**src/rv_params.svh**
```systemverilog
// Core widths and opcodes
`ifndef RV_PARAMS_SVH
`define RV_PARAMS_SVH

`define RV_XLEN      32
`define RV_REGS      32
`define RV_REG_AW    5

// Queue depth doubles as the initial input credit count
`define RV_IN_DEPTH  4
`define RV_CREDIT_W  16  // Output credit counter

// Major opcodes
`define RV_OPC_OP     7'b0110011
`define RV_OPC_OPIMM  7'b0010011
`define RV_OPC_LUI    7'b0110111
`define RV_OPC_BRANCH 7'b1100011
`define RV_OPC_JAL    7'b1101111
`define RV_OPC_JALR   7'b1100111

`define RV_F7_ALT     7'b0100000  // SUB and SRA

`endif

```
**src/rv_pkg.sv**
```systemverilog
// Decode and execute types
`default_nettype none
`include "rv_params.svh"

package rv_pkg;

    typedef logic [`RV_XLEN-1:0]   rv_word_t;
    typedef logic [`RV_REG_AW-1:0] rv_reg_t;

    typedef enum logic [6:0] {
        // Register-register
        ADD, SUB, AND, OR, XOR,
        SLL, SRL, SRA, SLT, SLTU,
        // Register-immediate
        ADDI, SLTI, SLTIU, XORI, ORI,
        ANDI, SLLI, SRLI, SRAI,
        LUI,
        // Conditional branches
        BEQ, BNE, BLT, BGE, BLTU, BGEU,
        JAL,
        JALR,
        ILLEGAL
    } rv_op_e;

    // Decode to execute
    typedef struct packed {
        rv_op_e   op;
        rv_reg_t  rd;
        rv_reg_t  rs1;
        rv_reg_t  rs2;
        rv_word_t imm;    // Already sign extended for the format
        rv_word_t pc;
        logic     wb_en;
    } dec_op_t;

    // Execute to result
    typedef struct packed {
        rv_reg_t  rd;
        rv_word_t value;
        logic     wb_en;
        logic     br_taken;  // Also set for JAL and JALR
        rv_word_t target;
        rv_word_t pc;
        logic     illegal;
    } exec_res_t;

    function automatic logic is_branch(rv_op_e op);
        case (op)
            BEQ, BNE, BLT, BGE, BLTU, BGEU: return 1'b1;
            default:                        return 1'b0;
        endcase
    endfunction

endpackage

`default_nettype wire

```
**src/rv_stage_if.sv**
```systemverilog
// Stage hand-off and register read interfaces
`timescale 1ns/1ps
`default_nettype none
`include "rv_params.svh"

// Valid/ready hand-off, payload held stable until taken
interface rv_stage_if #(
    parameter type payload_t = logic
);
    logic     valid;
    logic     ready;
    payload_t payload;

    modport source (output valid, output payload, input ready);
    modport sink   (input valid, input payload, output ready);
endinterface

// Two-port register read, answered in the same cycle
interface rv_reg_read_if;
    logic [`RV_REG_AW-1:0] rs1_addr;
    logic [`RV_REG_AW-1:0] rs2_addr;
    logic [`RV_XLEN-1:0]   rs1_data;
    logic [`RV_XLEN-1:0]   rs2_data;

    modport requester (
        output rs1_addr, output rs2_addr,
        input  rs1_data, input  rs2_data
    );
    modport responder (
        input  rs1_addr, input  rs2_addr,
        output rs1_data, output rs2_data
    );
endinterface

`default_nettype wire

```
**src/rv_decode.sv**
```systemverilog
// Instruction queue and decode
`timescale 1ns/1ps
`default_nettype none
`include "rv_params.svh"

module rv_decode
    import rv_pkg::*;
(
    input  logic                clk,
    input  logic                reset,
    input  logic                instr_valid,
    input  logic [31:0]         instr,
    input  logic [`RV_XLEN-1:0] instr_pc,
    output logic                in_credit,
    rv_stage_if.source          dec_out
);
    localparam int PTR_W = $clog2(`RV_IN_DEPTH);  // Depth is a power of two
    localparam int CNT_W = PTR_W + 1;

    logic [31:0]      q_instr [`RV_IN_DEPTH];
    rv_word_t         q_pc [`RV_IN_DEPTH];
    logic [PTR_W-1:0] wr_ptr;
    logic [PTR_W-1:0] rd_ptr;
    logic [CNT_W-1:0] count;
    logic             pop;
    logic [31:0]      head;
    dec_op_t          dec_d;
    dec_op_t          out_q;
    logic             out_valid;

    // Source only sends with a credit in hand, so no full check
    always_ff @(posedge clk) begin
        if (instr_valid) begin
            q_instr[wr_ptr] <= instr;
            q_pc[wr_ptr]    <= instr_pc;
        end
    end

    always_ff @(posedge clk) begin
        if (reset) begin
            wr_ptr <= '0;
            rd_ptr <= '0;
            count  <= '0;
        end else begin
            if (instr_valid)
                wr_ptr <= wr_ptr + 1'b1;
            if (pop)
                rd_ptr <= rd_ptr + 1'b1;
            count <= count + CNT_W'(instr_valid) - CNT_W'(pop);
        end
    end

    assign pop       = (count != '0) && (!out_valid || dec_out.ready);
    assign in_credit = pop;  // One credit back per entry leaving
    assign head      = q_instr[rd_ptr];

    always_comb begin
        dec_d       = '0;
        dec_d.rd    = head[11:7];
        dec_d.rs1   = head[19:15];
        dec_d.rs2   = head[24:20];
        dec_d.pc    = q_pc[rd_ptr];
        dec_d.op    = ILLEGAL;
        dec_d.wb_en = 1'b1;
        case (head[6:0])
            `RV_OPC_OP: begin
                case (head[14:12])
                    3'd0: dec_d.op = (head[31:25] == `RV_F7_ALT) ? SUB : ADD;
                    3'd1: dec_d.op = SLL;
                    3'd2: dec_d.op = SLT;
                    3'd3: dec_d.op = SLTU;
                    3'd4: dec_d.op = XOR;
                    3'd5: dec_d.op = (head[31:25] == `RV_F7_ALT) ? SRA : SRL;
                    3'd6: dec_d.op = OR;
                    default: dec_d.op = AND;
                endcase
            end
            `RV_OPC_OPIMM: begin
                dec_d.imm = {{20{head[31]}}, head[31:20]};
                case (head[14:12])
                    3'd0: dec_d.op = ADDI;
                    3'd1: dec_d.op = SLLI;
                    3'd2: dec_d.op = SLTI;
                    3'd3: dec_d.op = SLTIU;
                    3'd4: dec_d.op = XORI;
                    3'd5: dec_d.op = (head[31:25] == `RV_F7_ALT) ? SRAI : SRLI;
                    3'd6: dec_d.op = ORI;
                    default: dec_d.op = ANDI;
                endcase
            end
            `RV_OPC_LUI: begin
                dec_d.op  = LUI;
                dec_d.imm = {head[31:12], 12'b0};
            end
            `RV_OPC_BRANCH: begin
                dec_d.imm = {{20{head[31]}}, head[7], head[30:25], head[11:8], 1'b0};
                case (head[14:12])
                    3'd0: dec_d.op = BEQ;
                    3'd1: dec_d.op = BNE;
                    3'd4: dec_d.op = BLT;
                    3'd5: dec_d.op = BGE;
                    3'd6: dec_d.op = BLTU;
                    3'd7: dec_d.op = BGEU;
                    default: dec_d.op = ILLEGAL;  // 010 and 011 unused
                endcase
            end
            `RV_OPC_JAL: begin
                dec_d.op  = JAL;
                dec_d.imm = {{12{head[31]}}, head[19:12], head[20], head[30:21], 1'b0};
            end
            `RV_OPC_JALR: begin
                dec_d.op  = JALR;
                dec_d.imm = {{20{head[31]}}, head[31:20]};
            end
            default: dec_d.op = ILLEGAL;
        endcase
        if (is_branch(dec_d.op) || dec_d.op == ILLEGAL)
            dec_d.wb_en = 1'b0;
    end

    always_ff @(posedge clk) begin
        if (reset)
            out_valid <= 1'b0;
        else if (pop)
            out_valid <= 1'b1;
        else if (dec_out.ready)
            out_valid <= 1'b0;
    end

    always_ff @(posedge clk) begin
        if (pop)
            out_q <= dec_d;
    end

    assign dec_out.valid   = out_valid;
    assign dec_out.payload = out_q;

endmodule

`default_nettype wire

```
**src/rv_execute.sv**
```systemverilog
// ALU, branch resolution and execute register
`timescale 1ns/1ps
`default_nettype none

module rv_execute
    import rv_pkg::*;
(
    input  logic             clk,
    input  logic             reset,
    rv_stage_if.sink         dec_in,
    rv_reg_read_if.requester rd_port,
    rv_stage_if.source       x_out
);
    dec_op_t   d;
    rv_word_t  a;
    rv_word_t  b;
    rv_word_t  value;
    rv_word_t  target;
    logic      taken;
    exec_res_t res_d;
    exec_res_t res_q;
    logic      x_valid;

    assign d                = dec_in.payload;
    assign rd_port.rs1_addr = d.rs1;
    assign rd_port.rs2_addr = d.rs2;
    assign a                = rd_port.rs1_data;  // Forwarded by result stage
    assign b                = rd_port.rs2_data;

    always_comb begin
        value = '0;
        case (d.op)
            ADD:   value = a + b;
            SUB:   value = a - b;
            AND:   value = a & b;
            OR:    value = a | b;
            XOR:   value = a ^ b;
            SLL:   value = a << b[4:0];
            SRL:   value = a >> b[4:0];
            SRA:   value = $signed(a) >>> b[4:0];
            SLT:   value = rv_word_t'($signed(a) < $signed(b));
            SLTU:  value = rv_word_t'(a < b);
            ADDI:  value = a + d.imm;
            SLTI:  value = rv_word_t'($signed(a) < $signed(d.imm));
            SLTIU: value = rv_word_t'(a < d.imm);
            XORI:  value = a ^ d.imm;
            ORI:   value = a | d.imm;
            ANDI:  value = a & d.imm;
            SLLI:  value = a << d.imm[4:0];
            SRLI:  value = a >> d.imm[4:0];
            SRAI:  value = $signed(a) >>> d.imm[4:0];
            LUI:   value = d.imm;
            JAL,
            JALR:  value = d.pc + 32'd4;  // Link address
            default: value = '0;
        endcase
    end

    always_comb begin
        taken  = 1'b0;
        target = '0;
        case (d.op)
            BEQ:  taken = (a == b);
            BNE:  taken = (a != b);
            BLT:  taken = ($signed(a) < $signed(b));
            BGE:  taken = ($signed(a) >= $signed(b));
            BLTU: taken = (a < b);
            BGEU: taken = (a >= b);
            JAL,
            JALR: taken = 1'b1;
            default: taken = 1'b0;
        endcase
        if (d.op == JALR)
            target = (a + d.imm) & ~rv_word_t'(1);
        else if (is_branch(d.op) || d.op == JAL)
            target = d.pc + d.imm;
    end

    always_comb begin
        res_d          = '0;
        res_d.rd       = d.rd;
        res_d.value    = value;
        res_d.br_taken = taken;
        res_d.target   = target;
        res_d.pc       = d.pc;
        res_d.illegal  = (d.op == ILLEGAL);
        res_d.wb_en    = d.wb_en && (d.op != ILLEGAL);
    end

    // Takes a new op only when empty
    // An older result still held here would be invisible to the read port
    assign dec_in.ready = !x_valid;

    always_ff @(posedge clk) begin
        if (reset)
            x_valid <= 1'b0;
        else if (dec_in.valid && dec_in.ready)
            x_valid <= 1'b1;
        else if (x_out.ready)
            x_valid <= 1'b0;
    end

    always_ff @(posedge clk) begin
        if (dec_in.valid && dec_in.ready)
            res_q <= res_d;
    end

    assign x_out.valid   = x_valid;
    assign x_out.payload = res_q;

endmodule

`default_nettype wire

```
**src/rv_result.sv**
```systemverilog
// Register file, forwarding and credited result port
`timescale 1ns/1ps
`default_nettype none
`include "rv_params.svh"

module rv_result
    import rv_pkg::*;
(
    input  logic                  clk,
    input  logic                  reset,
    rv_stage_if.sink              x_in,
    rv_reg_read_if.responder      rd_port,
    input  logic                  out_credit,
    output logic                  res_valid,
    output logic [`RV_REG_AW-1:0] res_rd,
    output logic [`RV_XLEN-1:0]   res_value,
    output logic                  res_wb,
    output logic                  res_br_taken,
    output logic [`RV_XLEN-1:0]   res_target,
    output logic [`RV_XLEN-1:0]   res_pc,
    output logic                  res_illegal
);
    rv_word_t                regs [`RV_REGS];
    exec_res_t               pend;
    logic                    pend_valid;
    logic [`RV_CREDIT_W-1:0] credits;

    assign res_valid = pend_valid && (credits != '0);
    assign x_in.ready = !pend_valid || res_valid;  // Slot frees as it drains

    always_ff @(posedge clk) begin
        if (reset) begin
            pend_valid <= 1'b0;
            credits    <= '0;
        end else begin
            if (x_in.valid && x_in.ready)
                pend_valid <= 1'b1;
            else if (res_valid)
                pend_valid <= 1'b0;
            credits <= credits + `RV_CREDIT_W'(out_credit) - `RV_CREDIT_W'(res_valid);
        end
    end

    always_ff @(posedge clk) begin
        if (x_in.valid && x_in.ready)
            pend <= x_in.payload;
    end

    // Writeback on the edge the result leaves, x0 stays zero
    always_ff @(posedge clk) begin
        if (reset) begin
            for (int i = 0; i < `RV_REGS; i++)
                regs[i] <= '0;
        end else if (res_valid && pend.wb_en && pend.rd != '0) begin
            regs[pend.rd] <= pend.value;
        end
    end

    always_comb begin
        rd_port.rs1_data = regs[rd_port.rs1_addr];
        rd_port.rs2_data = regs[rd_port.rs2_addr];
        if (pend_valid && pend.wb_en && pend.rd == rd_port.rs1_addr)
            rd_port.rs1_data = pend.value;  // Not yet written back
        if (pend_valid && pend.wb_en && pend.rd == rd_port.rs2_addr)
            rd_port.rs2_data = pend.value;
        if (rd_port.rs1_addr == '0)
            rd_port.rs1_data = '0;
        if (rd_port.rs2_addr == '0)
            rd_port.rs2_data = '0;
    end

    assign res_rd       = pend.rd;
    assign res_value    = pend.value;
    assign res_wb       = pend.wb_en;
    assign res_br_taken = pend.br_taken;
    assign res_target   = pend.target;
    assign res_pc       = pend.pc;
    assign res_illegal  = pend.illegal;

endmodule

`default_nettype wire

```
**src/rv_core.sv**
```systemverilog
// Decode and execute core top level
`timescale 1ns/1ps
`default_nettype none
`include "rv_params.svh"

// Idle pipeline with a credit: res_valid rises on the third edge after instr_valid
module rv_core
    import rv_pkg::*;
(
    input  logic                  clk,
    input  logic                  reset,
    input  logic                  instr_valid,
    input  logic [31:0]           instr,
    input  logic [`RV_XLEN-1:0]   instr_pc,
    output logic                  in_credit,
    input  logic                  out_credit,
    output logic                  res_valid,
    output logic [`RV_REG_AW-1:0] res_rd,
    output logic [`RV_XLEN-1:0]   res_value,
    output logic                  res_wb,
    output logic                  res_br_taken,
    output logic [`RV_XLEN-1:0]   res_target,
    output logic [`RV_XLEN-1:0]   res_pc,
    output logic                  res_illegal
);
    rv_stage_if #(.payload_t(dec_op_t))   dec_x ();
    rv_stage_if #(.payload_t(exec_res_t)) x_res ();
    rv_reg_read_if                        reg_rd ();

    rv_decode rv_decode_inst (
        .clk         (clk),
        .reset       (reset),
        .instr_valid (instr_valid),
        .instr       (instr),
        .instr_pc    (instr_pc),
        .in_credit   (in_credit),
        .dec_out     (dec_x.source)
    );

    rv_execute rv_execute_inst (
        .clk     (clk),
        .reset   (reset),
        .dec_in  (dec_x.sink),
        .rd_port (reg_rd.requester),
        .x_out   (x_res.source)
    );

    rv_result rv_result_inst (
        .clk          (clk),
        .reset        (reset),
        .x_in         (x_res.sink),
        .rd_port      (reg_rd.responder),
        .out_credit   (out_credit),
        .res_valid    (res_valid),
        .res_rd       (res_rd),
        .res_value    (res_value),
        .res_wb       (res_wb),
        .res_br_taken (res_br_taken),
        .res_target   (res_target),
        .res_pc       (res_pc),
        .res_illegal  (res_illegal)
    );

endmodule

`default_nettype wire

```
**config.mk**
```make
export PLATFORM = sky130hd
export DESIGN_NAME = rv_core
export DESIGN_NICKNAME = d
export VERILOG_FILES = /design/src/rv_pkg.sv /design/src/rv_stage_if.sv /design/src/rv_decode.sv /design/src/rv_execute.sv /design/src/rv_result.sv /design/src/rv_core.sv
export VERILOG_INCLUDE_DIRS = /design/src
export SDC_FILE = /design/constraint.sdc
export NUM_CORES = 2
export LEC_CHECK = 0
export BUFFER_PORTS_ARGS = -buffer_cell sky130_fd_sc_hd__buf_2
export CAP_MARGIN = 0
export CORE_MARGIN = 1.5
export CORE_UTILIZATION = 40
export CTS_CLUSTER_DIAMETER = 40
export DETAILED_ROUTE_END_ITERATION = 6
export GPL_TIMING_DRIVEN = 1
export SLEW_MARGIN = 30
export SYNTH_ARGS = -nofsm -noshare
export SYNTH_HDL_FRONTEND = slang
export SYNTH_SLANG_ARGS = --single-unit
```
**constraint.sdc**
```tcl
create_clock -name clk -period 12.29 [get_ports clk]
set_clock_uncertainty 0.2 [all_clocks]
set_input_delay 1.229 -clock clk [delete_from_list [all_inputs] [get_ports clk]]
set_output_delay 1.229 -clock clk [all_outputs]
set_load 0.01 [all_outputs]
```
==> reports/metrics.yaml <==
reg2reg_slack_ps: 3310
hold_violations: 0
drc: 12
grt_overflow: 0
drive_gt1_share_pct: 23.3
synth_compound_area_share_pct: 9.49
antenna_found_initial: 57
synth_xor_area_share_pct: 1.56
synth_top_flop_cell: "edfxtp_1"
ctsResizeCount: 0
criticalPathCategory: "register to register"
tns_ps: 0
wirelength_um: 393000
whs_path_depth: 0
grt_max_degree: 98
finalCritPeriodShare_pct: 73.0
cp_max_fo: 25
netlist_top_cells_area: "edfxtp_1 51%, mux4_2 14%, and2_1 6.3%"
synth_top_family_by_area: "multiplexers"
synth_top_area_share_pct: 51.0
relSlewSlack_pct: 24.9
routabilityCongestion: 1.04
violations: "DRC"
setup.worst_path.start_class: "register"
firstDrtPassIters: 7
dpl.hpwl_um: 261000
drtAntennaViolNets: 0
seq_area_frac_synth_pct: 51.8
cp-end-kind: "register"
via_per_inst: 6.58
grtUsageTotal_pct: 32.8
cts_tree: "yes"
whs_endpoint: "rv_result_inst.res_target[12]$_DFFE_PP_"
ys_types: 105
cts_setup_buffers: 0
detail_route.iter0.violations: 10900
num_vias: 69400
fmax_ghz: 0.111
syn-mean-instance-area_um2: 13.1
grtUsageMet2_pct: 46.4
die_area_um2: 235000
setup_viol: 0
grt_busiest_layer: "met2"
cts-buffers-inserted: 292
ys_seq_elements: 1611
h-tree-depth: 5
fp.dieH_um: 484
r2r_cells: 22
cp_data_required_time_ps: 12680
arrival_ps: 9370
wl_per_cell_um: 37.2
cp_slowest_cell: "a2111oi_1"
port_buffers: 173
drv_slew: 0
core_area_um2: 230000
start_util_pct: 40.3
grt_pass1_vias: 67200
grt_pass1_wl_um: 539000
yosys_warnings: 0
worstMarginPinSlew_ps: 1110
drv_cap: 0
cts_sinks: 1611
status: "complete, but fails checks"
cts_max_path_buffers: 4
synthCells: 7098
cts_hold_buf: 0
yosys.area_share.adder_pct: 2.65
cpMostUsedCell: "buf_4"
clk_latency_ps: 960
synth_area_leader_cell: "edfxtp_1"
area_growth_pct: 15.9
synth_simple_gate_area_share_pct: 12.5
hold_path_class: "register to register"
cts.reportedPaths.clkPinSlew_ps: 60
rows: 176
use_met3_pct: 11.6
dieWidth_um: 484
grtUsageMet1_pct: 44.4
slowest_delay_ps: 970
crit_path_cell_trace: "buf_4 > nor2_4 > buf_4 > buf_4 > a22o_1 > a221oi_1 > a22oi_1 > o211ai_1 > buf_4 > inv_1 > ha_1 > nand4_1 > a31oi_1 > or4_1 > a21oi_1 > o21bai_1 > a21o_1 > a21oi_1 > xor2_1 > o221ai_1 > a2111oi_1 > nand3b_1"
synth_edf_count: 1573
min_period_ps: 8980
synthMuxAreaShare_pct: 18.1
holdCritStartpoint: "rv_execute_inst.x_out.payload[45]$_DFFE_PP_"
rsz0062_at_grt: "no"
syn_area_um2: 92700
r2r_end: "rv_execute_inst.x_out.payload[93]$_DFFE_PP_"
cts_root_buf: "clkbuf_16"
nets: 7542
async_reset_ff_share_pct: 0
num_io_pins: 174
==> state kept, by name (all words and copies together) (netlist names), named ones only <==
name	cells
rv_decode_inst.q_pc	128
rv_result_inst.res_pc	32
rv_result_inst.res_target	32
rv_result_inst.credits	16
rv_decode_inst.count	3
rv_result_inst.res_illegal	1
rv_result_inst.regs	1024
rv_decode_inst.dec_out.payload	85
rv_result_inst.res_br_taken	1
rv_decode_inst.wr_ptr	2
rv_result_inst.res_wb	1
rv_result_inst.res_rd	5
rv_decode_inst.rd_ptr	2
rv_execute_inst.x_out.valid	1
rv_decode_inst.dec_out.valid	1
rv_decode_inst.q_instr	128
rv_execute_inst.x_out.payload	104
rv_result_inst.res_value	32
rv_result_inst.pend_valid	1
==> metal layers <==
layer,up-vias,part of all wire [%]
li1,27900,-
met1,35400,39
met2,5092,42
met3,1041,14
met4,38,5.7
met5,-,0.075
==> critical path, delay by kind of cell, from the launching register on <==
family	cells	cell delay [ps]
AO/OA/AOI/OAI	11	3960
buffers and inverters	5	1680
AND/OR/NAND/NOR	4	1290
flip-flops	1	790
adder cells (fa/ha/maj)	1	390
XOR/XNOR	1	180
==> cell usage after synthesis (49+ instances only) <==
library cell  number
o211ai_1          51
nand2_1          271
ha_1             187
nor2b_1           49
nor3_1           180
inv_1            186
o22ai_1           99
a211oi_1          50
xnor2_1          115
o21ai_0          226
clkbuf_1         415
nor2_1           363
a22oi_1           99
and2_1           933
nand3_1           84
mux2i_1          255
xor2_1            50
edfxtp_1        1573
mux2_2            62
a21oi_1          251
mux4_2           559
a221oi_1          64
buf_2             93
a21o_1            55
==> cells by family (layout without fill, tap and decap cells) <==
kind of cell,after synthesis,in the layout
adder cells (fa/ha/maj),193,193
AO/OA/AOI/OAI,1275,1275
AND/OR/NAND/NOR,2137,2137
other,1,53
flip-flops,1611,1611
buffers and inverters,802,1167
XOR/XNOR,165,165
multiplexers,914,914
==> how the worst max path moves through the flow <==
stage                                         start  depth (start not counted)                                     endpoint
2_1_floorplan  rv_result_inst.credits[4]$_SDFF_PP0_                          5        rv_result_inst.res_br_taken$_DFFE_PP_
3_5_place_dp                               register                         22  rv_execute_inst.x_out.payload[93]$_DFFE_PP_
3_3_place_gp                               register                         20  rv_execute_inst.x_out.payload[93]$_DFFE_PP_
6_report                                   register                         22  rv_execute_inst.x_out.payload[93]$_DFFE_PP_
4_1_cts                                    register                         22  rv_execute_inst.x_out.payload[93]$_DFFE_PP_
5_1_grt                                    register                         22  rv_execute_inst.x_out.payload[93]$_DFFE_PP_
==> stage by stage <==
stage          hold WS, ps  instance area (µm²)  setup WS, ps  util, %  cells
2_1_floorplan          200                92800          5700        -   7129
3_3_place_gp           201                97500          3360     42.4  10000
3_5_place_dp           205                97700          3830     42.5  10000
4_1_cts                183               107000          3740     46.6  10500
5_1_grt                204               107000          3430     46.7  10500
6_report               192               107000          3310     46.7  10500
==> layout by cell type (no fill, tap or decap), types with 114 or more instances in the layout <==
cell type	n
and2_1	928
edfxtp_1	1573
nor2_1	324
clkbuf_16	297
buf_2	174
inv_1	184
xnor2_1	114
ha_1	187
mux2i_1	254
buf_4	278
nand2_1	269
a21oi_1	246
mux4_2	559
o21ai_0	185
nor3_1	172
==> final cells by class <==
cell class              instances  area, µm²
well taps                    3026       3790
clock buffers                 322       7530
clock inverters               185       2040
inverters                     191        718
multi-input cells            4716      41900
fillers                     20200     123000
flip-flops and latches       1611      48000
repair buffers                469       3320
diodes                         21       52.6
Power is left out: the tool's default activity adds up to more than one toggle a clock period on the data nets, which glitch-free logic cannot reach.
